<file path="src/include/cpu_defs.svh">
`ifndef CPU_DEFS_SVH
`define CPU_DEFS_SVH

// ----------------------------------------
// Core widths
// ----------------------------------------

// One word for data and for instructions
`define CPU_W 16

// Sixteen architectural registers
`define CPU_RW 4

// ----------------------------------------
// Memory geometry, same for both arrays
// ----------------------------------------
`define CPU_AW 8      // Word index, byte address bits 8:1
`define CPU_DEPTH 256 // Words per array

`endif

</file>
<file path="src/rtl/cpu_pkg.sv">
package cpu_pkg;

	// ----------------------------------------
	// Opcodes in bits 15:12
	// ----------------------------------------
	typedef enum logic [3:0] {
		OP_ADD = 4'h0, // Rd = Rs + Rt
		OP_SUB = 4'h1, // Rd = Rs - Rt
		OP_XOR = 4'h2,
		OP_SLL = 4'h4, // Shift amount in imm4
		OP_SRA = 4'h5, // Arithmetic right shift
		OP_LW  = 4'h8,
		OP_SW  = 4'h9,
		OP_LHB = 4'hA, // Byte into upper half
		OP_LLB = 4'hB, // Byte into lower half
		OP_B   = 4'hC, // PC relative conditional branch
		OP_HLT = 4'hF
	} opcode_e;
	// Codes 3, 6, 7, D, E fall through as no-ops

	// ----------------------------------------
	// Branch condition in bits 11:9
	// ----------------------------------------
	typedef enum logic [2:0] {
		COND_NE     = 3'b000, // Taken on Z clear
		COND_EQ     = 3'b001, // Taken on Z set
		COND_ALWAYS = 3'b111
	} cond_e;

	// Condition codes held in execute
	typedef struct packed {
		logic z; // Result was zero
		logic v; // Signed overflow, add and sub only
		logic n; // Sign bit of result
	} flags_t;

endpackage

</file>
<file path="src/rtl/pipe_if.sv">
`include "cpu_defs.svh"

// ----------------------------------------
// ID/EX pipeline register contents
// ----------------------------------------
interface dx_if;
	logic               valid;     // Slot holds a real instruction
	logic [`CPU_W-1:0]  pc;        // Address of next instruction
	logic [`CPU_W-1:0]  instr;
	logic [`CPU_W-1:0]  data1;     // Regfile read of src1
	logic [`CPU_W-1:0]  data2;     // Regfile read of src2
	logic [`CPU_RW-1:0] src1;
	logic [`CPU_RW-1:0] src2;
	logic [`CPU_RW-1:0] dst;
	logic               regwrite;
	logic               memtoreg;  // Load
	logic               memwrite;  // Store

	// Decode drives and reads back for hazard checks
	modport source (
		output valid, pc, instr,
		output data1, data2, src1, src2, dst,
		output regwrite, memtoreg, memwrite
	);

	modport sink (
		input valid, pc, instr,
		input data1, data2, src1, src2, dst,
		input regwrite, memtoreg, memwrite
	);
endinterface


</file>
<file path="src/rtl/decode_stage.sv">
`include "cpu_defs.svh"

module decode_stage import cpu_pkg::*; (
	input  logic               clk,
	input  logic               arst_n,
	input  logic [`CPU_W-1:0]  if_pc,
	input  logic [`CPU_W-1:0]  if_instr,
	input  logic               if_valid,
	input  logic               branch_taken, // Flush from execute
	input  logic               wb_regwrite,
	input  logic [`CPU_RW-1:0] wb_dst,
	input  logic [`CPU_W-1:0]  wb_data,
	input  logic [`CPU_RW-1:0] dbg_sel,
	output logic               stall,
	output logic               halted,
	output logic [`CPU_W-1:0]  dbg_data,
	dx_if.source               dx
);

	opcode_e            op;
	logic [`CPU_RW-1:0] src1, src2, dst;
	logic               use1, use2;        // Source really read as a register
	logic               regwrite, memtoreg, memwrite;
	logic [`CPU_W-1:0]  rdata1, rdata2;
	logic [`CPU_W-1:0]  regs [2**`CPU_RW];

	// ----------------------------------------
	// Control decode
	// ----------------------------------------
	always_comb begin
		op       = opcode_e'(if_instr[15:12]);
		dst      = if_instr[11:8];
		regwrite = 1'b0;
		memtoreg = 1'b0;
		memwrite = 1'b0;
		use1     = 1'b0;
		use2     = 1'b0;
		case (op)
			OP_ADD, OP_SUB, OP_XOR: begin
				regwrite = 1'b1;
				use1     = 1'b1;
				use2     = 1'b1;
			end
			OP_SLL, OP_SRA: begin
				regwrite = 1'b1;
				use1     = 1'b1; // Low nibble is the shift amount
			end
			OP_LW: begin
				regwrite = 1'b1;
				memtoreg = 1'b1;
				use2     = 1'b1; // Base register
			end
			OP_SW: begin
				memwrite = 1'b1;
				use1     = 1'b1; // Store data
				use2     = 1'b1; // Base register
			end
			OP_LHB, OP_LLB: begin
				regwrite = 1'b1;
				use1     = 1'b1; // Keeps the other byte of Rd
			end
			default: ; // B, HLT and unused codes
		endcase
		if (dst == '0)
			regwrite = 1'b0; // R0 is hardwired
		// SW, LHB and LLB take Rd as first source
		src1 = (op == OP_SW || op == OP_LHB || op == OP_LLB) ? if_instr[11:8] : if_instr[7:4];
		src2 = (op == OP_SW || op == OP_LW) ? if_instr[7:4] : if_instr[3:0];
	end

	// ----------------------------------------
	// Register file
	// ----------------------------------------
	// Same-cycle writeback value bypasses the array
	function automatic logic [`CPU_W-1:0] rf_read(input logic [`CPU_RW-1:0] sel);
		logic [`CPU_W-1:0] val;
		if (sel == '0)
			val = '0;
		else if (wb_regwrite && wb_dst == sel)
			val = wb_data;
		else
			val = regs[sel];
		return val;
	endfunction

	always_comb begin
		rdata1   = rf_read(src1);
		rdata2   = rf_read(src2);
		dbg_data = rf_read(dbg_sel); // Debug port sees the same view
	end

	always_ff @(posedge clk or negedge arst_n) begin
		if (!arst_n) begin
			for (int i = 0; i < 2**`CPU_RW; i++)
				regs[i] <= '0;
		end else if (wb_regwrite && wb_dst != '0) begin
			regs[wb_dst] <= wb_data;
		end
	end

	// Load in EX feeding a source in ID costs one bubble
	assign stall = if_valid && dx.valid && dx.memtoreg && dx.regwrite &&
	               ((use1 && src1 == dx.dst) || (use2 && src2 == dx.dst));

	// Sticky once HLT moves on to EX
	always_ff @(posedge clk or negedge arst_n) begin
		if (!arst_n)
			halted <= 1'b0;
		else if (if_valid && op == OP_HLT && !branch_taken && !stall)
			halted <= 1'b1;
	end

	// ----------------------------------------
	// ID/EX register
	// ----------------------------------------
	always_ff @(posedge clk or negedge arst_n) begin
		if (!arst_n) begin
			dx.valid    <= 1'b0;
			dx.regwrite <= 1'b0;
			dx.memtoreg <= 1'b0;
			dx.memwrite <= 1'b0;
		end else if (branch_taken || stall || halted || !if_valid) begin
			dx.valid    <= 1'b0; // Bubble
			dx.regwrite <= 1'b0;
			dx.memtoreg <= 1'b0;
			dx.memwrite <= 1'b0;
		end else begin
			dx.valid    <= 1'b1;
			dx.regwrite <= regwrite;
			dx.memtoreg <= memtoreg;
			dx.memwrite <= memwrite;
		end
	end

	always_ff @(posedge clk) begin
		dx.pc    <= if_pc;
		dx.instr <= if_instr;
		dx.data1 <= rdata1;
		dx.data2 <= rdata2;
		dx.src1  <= src1;
		dx.src2  <= src2;
		dx.dst   <= dst;
	end

endmodule

</file>
<file path="src/flat_wrapper.sv">
// flat-port wrapper written by rule: the top's interface ports become plain ports
module decode_stage_flat import cpu_pkg::*;
  (clk, arst_n, if_pc, if_instr, if_valid, branch_taken, wb_regwrite, wb_dst, wb_data, dbg_sel, stall, halted, dbg_data, dx_valid, dx_pc, dx_instr, dx_data1, dx_data2, dx_src1, dx_src2, dx_dst, dx_regwrite, dx_memtoreg, dx_memwrite);
  dx_if dx_i ();
  input  logic clk;
  input  logic arst_n;
  input  logic [`CPU_W-1:0] if_pc;
  input  logic [`CPU_W-1:0] if_instr;
  input  logic if_valid;
  input  logic branch_taken;
  input  logic wb_regwrite;
  input  logic [`CPU_RW-1:0] wb_dst;
  input  logic [`CPU_W-1:0] wb_data;
  input  logic [`CPU_RW-1:0] dbg_sel;
  output logic stall;
  output logic halted;
  output logic [`CPU_W-1:0] dbg_data;
  output wire logic [$bits(dx_i.valid)-1:0] dx_valid;
  output wire logic [$bits(dx_i.pc)-1:0] dx_pc;
  output wire logic [$bits(dx_i.instr)-1:0] dx_instr;
  output wire logic [$bits(dx_i.data1)-1:0] dx_data1;
  output wire logic [$bits(dx_i.data2)-1:0] dx_data2;
  output wire logic [$bits(dx_i.src1)-1:0] dx_src1;
  output wire logic [$bits(dx_i.src2)-1:0] dx_src2;
  output wire logic [$bits(dx_i.dst)-1:0] dx_dst;
  output wire logic [$bits(dx_i.regwrite)-1:0] dx_regwrite;
  output wire logic [$bits(dx_i.memtoreg)-1:0] dx_memtoreg;
  output wire logic [$bits(dx_i.memwrite)-1:0] dx_memwrite;
  assign dx_valid = dx_i.valid;
  assign dx_pc = dx_i.pc;
  assign dx_instr = dx_i.instr;
  assign dx_data1 = dx_i.data1;
  assign dx_data2 = dx_i.data2;
  assign dx_src1 = dx_i.src1;
  assign dx_src2 = dx_i.src2;
  assign dx_dst = dx_i.dst;
  assign dx_regwrite = dx_i.regwrite;
  assign dx_memtoreg = dx_i.memtoreg;
  assign dx_memwrite = dx_i.memwrite;
  decode_stage u_core (.clk(clk), .arst_n(arst_n), .if_pc(if_pc), .if_instr(if_instr), .if_valid(if_valid), .branch_taken(branch_taken), .wb_regwrite(wb_regwrite), .wb_dst(wb_dst), .wb_data(wb_data), .dbg_sel(dbg_sel), .stall(stall), .halted(halted), .dbg_data(dbg_data), .dx(dx_i));
endmodule
</file>
<file path="config.mk">
export PLATFORM = sky130hd
export DESIGN_NAME = decode_stage_flat
export DESIGN_NICKNAME = d
export VERILOG_FILES = /design/src/rtl/cpu_pkg.sv /design/src/rtl/pipe_if.sv /design/src/rtl/decode_stage.sv /design/src/flat_wrapper.sv
export VERILOG_INCLUDE_DIRS = /design/src /design/src/include
export SDC_FILE = /design/constraint.sdc
export NUM_CORES = 1
export LEC_CHECK = 0
export BUFFER_PORTS_ARGS = -buffer_cell sky130_fd_sc_hd__buf_2
export CAP_MARGIN = 15
export CORE_ASPECT_RATIO = 1.75
export CORE_MARGIN = 2
export CORE_UTILIZATION = 32
export CTS_BUF_LIST = sky130_fd_sc_hd__clkbuf_16
export DETAILED_ROUTE_END_ITERATION = 6
export PLACE_DENSITY_LB_ADDON = 0.15
export SLEW_MARGIN = 30
export SYNTH_ARGS = -nofsm -noshare
export SYNTH_HDL_FRONTEND = slang
export SYNTH_SLANG_ARGS = --single-unit
</file>
<file path="constraint.sdc">
create_clock -name clk -period 3.2 [get_ports clk]
set_input_delay 0.48 -clock clk [delete_from_list [all_inputs] [get_ports clk]]
set_output_delay 0.48 -clock clk [all_outputs]
set_load 0.05 [all_outputs]
</file>
* Word level (Yosys, flattened, before mapping)
Index checks and enable logic that the tools add are counted.
** Storage, ports and cells
- Register bits :: 337
- Output and inout port bits :: 98
- Bits of input ports :: 61
- Word-level logic and storage cells :: 112
** Operators by class
- Equality and inequality tests :: 14
- Bitwise operators :: 4
- $lt $le $gt $ge :: 5
- Multiplexer cells :: 28
- Reduce and logical (&&, ||, !) cells :: 33
** Operators with widths (number)
- $bwmux 256 :: 1
- $bmux 16 s4 :: 3
- $mux 16 :: 11
- $demux 16 s4 :: 1
- $eq 4x4->1 :: 5
- $eq 4x4->1 const B :: 5
- $ge 5x5->1 const B :: 4
- $logic_not 4->1 :: 5
- $not 4->5 :: 4
- $reduce_or 8->1 :: 2
- $logic_and 1x1->1 :: 14
- $mux 1 :: 10
- $eq 4x3->1 const B :: 2
- $mux 4 :: 2
- $logic_or 1x1->1 :: 7
- $lt 5x1->1 const B :: 1
- $reduce_or 5->1 :: 1
- $eq 4x1->1 const B :: 1
- $eq 4x2->1 const B :: 1
- $reduce_bool 4->1 :: 1
- $logic_not 1->1 :: 3

* Depth between registers and ports, before layout
- Depth in word-level cells :: 12
- Mapped depth :: 11

* Worst setup path after synthesis
Ideal clock, no wire load.
- Kind :: input -> output
- Start :: in dbg_sel[0]
- End :: out dbg_data[10]
- Stages :: 7
- Slack :: 196 ps
- Path buffers :: 3
- Data arrival time :: 2524 ps
- Cells stage by stage :: buf_2 > buf_2 > xnor2_1 > nand3_1 > buf_2 > mux2i_1 > nor2_1
** Between the ends
- Longest elaborated chain between the ends :: 6
** RTL lines
- start, declared :: RTL line flat_wrapper.sv:14 : input logic [`CPU_RW-1:0] dbg_sel;
- $not 4->5 (implied by the code) :: RTL line decode_stage.sv:82 : val = regs[sel];
- $bmux 16 s4 :: RTL line decode_stage.sv:82
- $mux 16 (implied by the code) (2 in a row) :: RTL line decode_stage.sv:82
- $mux 16 :: RTL line decode_stage.sv:79 : else if (wb_regwrite && wb_dst == sel)
- $mux 16 * :: RTL line decode_stage.sv:77 : if (sel == '0)
- end, declared :: RTL line flat_wrapper.sv:17 : output logic [`CPU_W-1:0] dbg_data;
Every way passes the cells marked *; elsewhere a longest branch is shown, timed or not. The select of a mux whose other input is x is not followed.

* Worst setup path in the final report
- Start :: reg u_core.regs[181] in the netlist's numbering
- End :: out dbg_data[5]
** Between the ends
- Longest elaborated chain between the ends :: 5
** RTL lines
- start, declared :: RTL line decode_stage.sv:25 : logic [`CPU_W-1:0] regs [2**`CPU_RW];
- start signal, assigned by index :: RTL line decode_stage.sv:97 : regs[wb_dst] <= wb_data;
- $bmux 16 s4 :: RTL line decode_stage.sv:82
- $mux 16 (implied by the code) (2 in a row) :: RTL line decode_stage.sv:82
- $mux 16 :: RTL line decode_stage.sv:79
- $mux 16 :: RTL line decode_stage.sv:77
Every way passes these cells. The select of a mux whose other input is x is not followed.

==> summary.md <==
| Metric | Value |
|---|---|
| Global-route wire length before repair | `approximately 130,000 um` |
| Power per unit of standard cell area | `between 600 and 700 mW/mm2` |
| Placed Instances | `around 2,900` |
| Total clock buffers created by CTS | `37` |
| Routability congestion estimate | `~0.93` |
| H-tree levels | `2` |
| Number of max-slew violations in the final report | `0` |
| Power consumption | `around 15 mW` |
| Distinct cell type count of the synthesized netlist | `77` |
| Via-to-Cell Ratio | `roughly 6.2` |
| Post-synth net total | `2,060` |
| CP startpoint kind | `register` |
| CTS clock-pin slew for the worst setup and hold paths | `60 ps` |
| Internal power contribution | `approximately 9.3 mW` |
| Final setup viols | `0` |
| Buffer depth of the longest clock path | `3` |
| Non-Filler Instances | `2,985` |
| Post-detail-place hpwl | `63,560 um` |
| Worst slew pin tran | `~1000 ps` |
| Worst Reg-to-Reg Cells | `7` |
| Fraction of the cycle the final worst path needs | `0.9883` |
| Width of the die | `196.3 um` |
| Min-delay worst type | `in2reg` |
| Number of nets in the finished design | `about 2,200` |
| Crit path required time | `about 2700 ps` |
| Commonest cells in the synthesized netlist | `sky130_fd_sc_hd__dfrtp_1, sky130_fd_sc_hd__nand2_1, sky130_fd_sc_hd__mux2_2, sky130_fd_sc_hd__clkbuf_1, sky130_fd_sc_hd__a21oi_1` |
| Maximum fanout encountered on the critical timing path | `4` |
| Count of flip-flops with a built-in enable after synthesis | `0` |
| Proportion of synthesized flip-flops having asynchronous set or reset | `0.7838` |
| Placed cell area | `0.02312 mm2` |
| Layout Utilization | `0.3812` |
| Input/output buffers | `158` |
| Netlist area before placement | `around 0.021 mm2` |
| Average size of a mapped cell | `between 10 and 15 um2` |
| Part of the total power dissipated in the clock network | `0.282` |
| CTS root buf | `sky130_fd_sc_hd__clkbuf_16` |
| Worst hold margin | `a little under 100 ps` |
| Seq cells post-synth | `about 330` |
| Overall overflow remaining after global route | `0` |
| Fraction of power consumed by combinational cells | `0.314` |
| Result of the run | `finished clean` |
| Sequential group share of total power | `0.404` |
| Y dimension of the die | `between 300 and 400 um` |
| Synthesis Warnings | `0` |
| RSZ-0062 raised after global routing | `false` |
| Launching point of the worst reg2reg path | `u_core.regs[80]$_DFFE_PN0P_` |
| Share of cells above drive strength 1 | `0.3447` |
| CP Class | `reg2out` |
| Sequential element share of the synthesized area | `0.3849` |
| Fmax | `between 300 and 400 MHz` |
| Synth top area cells | `sky130_fd_sc_hd__dfrtp_1, sky130_fd_sc_hd__mux2_2, sky130_fd_sc_hd__mux4_2, sky130_fd_sc_hd__dfxtp_1, sky130_fd_sc_hd__nand2_1` |
| Minimum clock period after layout | `around 3200 ps` |
| Final worst setup slack | `about 37 ps` |
| Effective utilization at floorplan | `0.3227` |
| I/O Pins | `approximately 160` |
| CTS tree | `yes` |
| Main flop type after synthesis | `sky130_fd_sc_hd__dfrtp_1` |
| Total detailed-routing wirelength | `about 92,000 um` |
| Average wire per cell in the routed design | `around 30 um` |
| DRC viols | `0` |
| DP Worst Slack | `approximately 68 ps` |
| Portion of synthesized cell area occupied by the leading cell type | `0.3153` |
| Site row count | `~120` |
| Design Area, Final | `0.02447 mm2` |
| R2r endpoint | `u_core.dx.data1[0]$_SDFF_PN0_` |
| Final antenna diode count | `0` |
| Syn-to-layout area delta | `18.12%` |
| Number of nets with antenna violations after detailed routing | `0` |
| Core footprint | `between 0.06 and 0.07 mm2` |
| GRT Resource Usage Total | `0.2722` |
| Max Cap Violations | `0` |
| Die Outline Area | `approximately 0.067 mm2` |
| Net switching fraction of the power | `0.3823` |
| Pin count of the biggest net entering global routing | `94` |
| Count of final hold-check violations | `0` |
| IR drop worst, VDD | `roughly 0.00035 V` |
| Worst setup path endpoint | `dbg_data[5]` |
| Cell type with the largest total area after synthesis | `sky130_fd_sc_hd__dfrtp_1` |
| Worst Clk Skew | `36.54 ps` |
| Initial antenna violation count | `1` |
| Number of instances in the synthesized netlist | `approximately 2,000` |
| Number of post-CTS setup repair buffers | `0` |
| Switching power | `5.785 mW` |
| Count of TritonRoute iterations in the first routing pass | `5` |
| Relative slew slack | `0.3336` |
| Number of global-route vias before repair | `about 18,000` |
| Arrival time at the worst endpoint | `between 2000 and 3000 ps` |
| Leak pwr | `approximately 10 nW` |
| Latest clock arrival within the worst-skew pair | `between 600 and 700 ps` |
| Setup tns final | `0 ps` |
| Clock Sink Count | `333` |
| Crit. Startpoint | `u_core.regs[181]$_DFFE_PN0P_` |
| Worst reg-to-reg setup slack | `roughly 1200 ps` |
| Routed vias | `18,380` |
| Detailed Route Iter0 Violations | `approximately 1,700` |
| Worst Setup End Kind | `primary output` |
-- worst min path at each step --
| stage | start | endpoint | slack (ps) | cells past startpoint |
|---|---|---|---|---|
| 4_1_cts | if_instr[0] | u_core.dx.instr[0]$_DFF_P_ | 80 | 1 |
| 3_5_place_dp | u_core.regs[248]$_DFFE_PN0P_ | u_core.regs[248]$_DFFE_PN0P_ | 410 | 0 |
| 5_1_grt | if_instr[0] | u_core.dx.instr[0]$_DFF_P_ | 90 | 1 |
| 3_3_place_gp | u_core.regs[251]$_DFFE_PN0P_ | u_core.regs[251]$_DFFE_PN0P_ | 410 | 0 |
| 2_1_floorplan | arst_n | u_core.dx.memtoreg$_DFF_PN0_ | 180 | 0 |
| 6_report | if_instr[0] | u_core.dx.instr[0]$_DFF_P_ | 100 | 1 |
-- cell usage in the layout, fill, tap and decap left out, types with 17 or more instances in the layout --
master                          instances
sky130_fd_sc_hd__buf_2                154
sky130_fd_sc_hd__a21oi_1              112
sky130_fd_sc_hd__a211oi_1              61
sky130_fd_sc_hd__a22oi_1               62
sky130_fd_sc_hd__mux4_2                93
sky130_fd_sc_hd__dlygate4sd3_1         17
sky130_fd_sc_hd__mux2i_1               68
sky130_fd_sc_hd__dfrtp_1              260
sky130_fd_sc_hd__mux2_2               258
sky130_fd_sc_hd__clkbuf_16             37
sky130_fd_sc_hd__nor3_1                21
sky130_fd_sc_hd__nand2b_1              82
sky130_fd_sc_hd__nand3_1               76
sky130_fd_sc_hd__nand2_1              261
sky130_fd_sc_hd__dfxtp_1               72
sky130_fd_sc_hd__buf_12                33
sky130_fd_sc_hd__buf_4                111
sky130_fd_sc_hd__nor2b_1               18
sky130_fd_sc_hd__nor2_1                37
sky130_fd_sc_hd__inv_1                 18
sky130_fd_sc_hd__and3_1                18
sky130_fd_sc_hd__o21ai_0               56
-- cell type report --
cell class                 instances  area, um2
fill                            6307      39710
multi-input combinational       1447      11840
tap                              812       1016
sequential                       333       7974
clock inverter                    30      221.5
inverter                           9      36.28
clock buffer                      37      925.9
timing repair buffer             317       2457
-- logic make-up (layout without fill, tap and decap cells) --
group	after synthesis	in the layout	share of synthesized area
multiplexers	425	425	0.2789
AND/OR/NAND/NOR	565	565	0.1319
flip-flops	333	333	0.3849
buffers and inverters	219	393	0.04899
XOR/XNOR	18	18	0.007611
AO/OA/AOI/OAI	439	439	0.1477
-- worst max-delay path, stage by stage, from the launching register on --
cell                      delay [ps]
sky130_fd_sc_hd__dfrtp_1         430
sky130_fd_sc_hd__mux4_2          550
sky130_fd_sc_hd__mux4_2          490
sky130_fd_sc_hd__mux2i_2         180
sky130_fd_sc_hd__buf_4           160
sky130_fd_sc_hd__nor2_1           40
sky130_fd_sc_hd__buf_2           220
-- registers in the layout, indices dropped and copies added (netlist names) --
signal	cells
u_core.dx.data1	16
u_core.dx.data2	16
u_core.dx.instr	16
u_core.dx.memtoreg	1
u_core.dx.memwrite	1
u_core.dx.pc	16
u_core.dx.regwrite	1
u_core.dx.src1	4
u_core.dx.src2	4
u_core.dx.valid	1
u_core.halted	1
u_core.regs	256
-- timing repair --
item                                   4_1_cts  5_1_grt
setup endpoints to repair                    1        4
endpoints found under the hold margin       84        0
hold buffers                                17        0
resized for setup                            1        5
-- power by group through the flow --
| stage | Combinational (mW) | Sequential, mW | Clock, mW |
|---|---|---|---|
| after floorplan | 2.77 | 6.12 | 0 |
| after global placement | 4.61 | 6.13 | 0 |
| after detailed placement | 4.69 | 6.16 | 0 |
| after CTS | 4.72 | 6.08 | 4.40 |
| after global routing | 5.00 | 6.20 | 4.53 |
| final | 4.75 | 6.12 | 4.27 |
-- routing by layer --
metal,up-vias,wire (um),global-route usage
li1,7743,-,-
met5,-,11,0
met2,991,45040,0.4662
met3,321,5275,0.03815
met4,2,9323,0.2385
met1,9325,31910,0.2932
(Power assumes the default switching activity.)
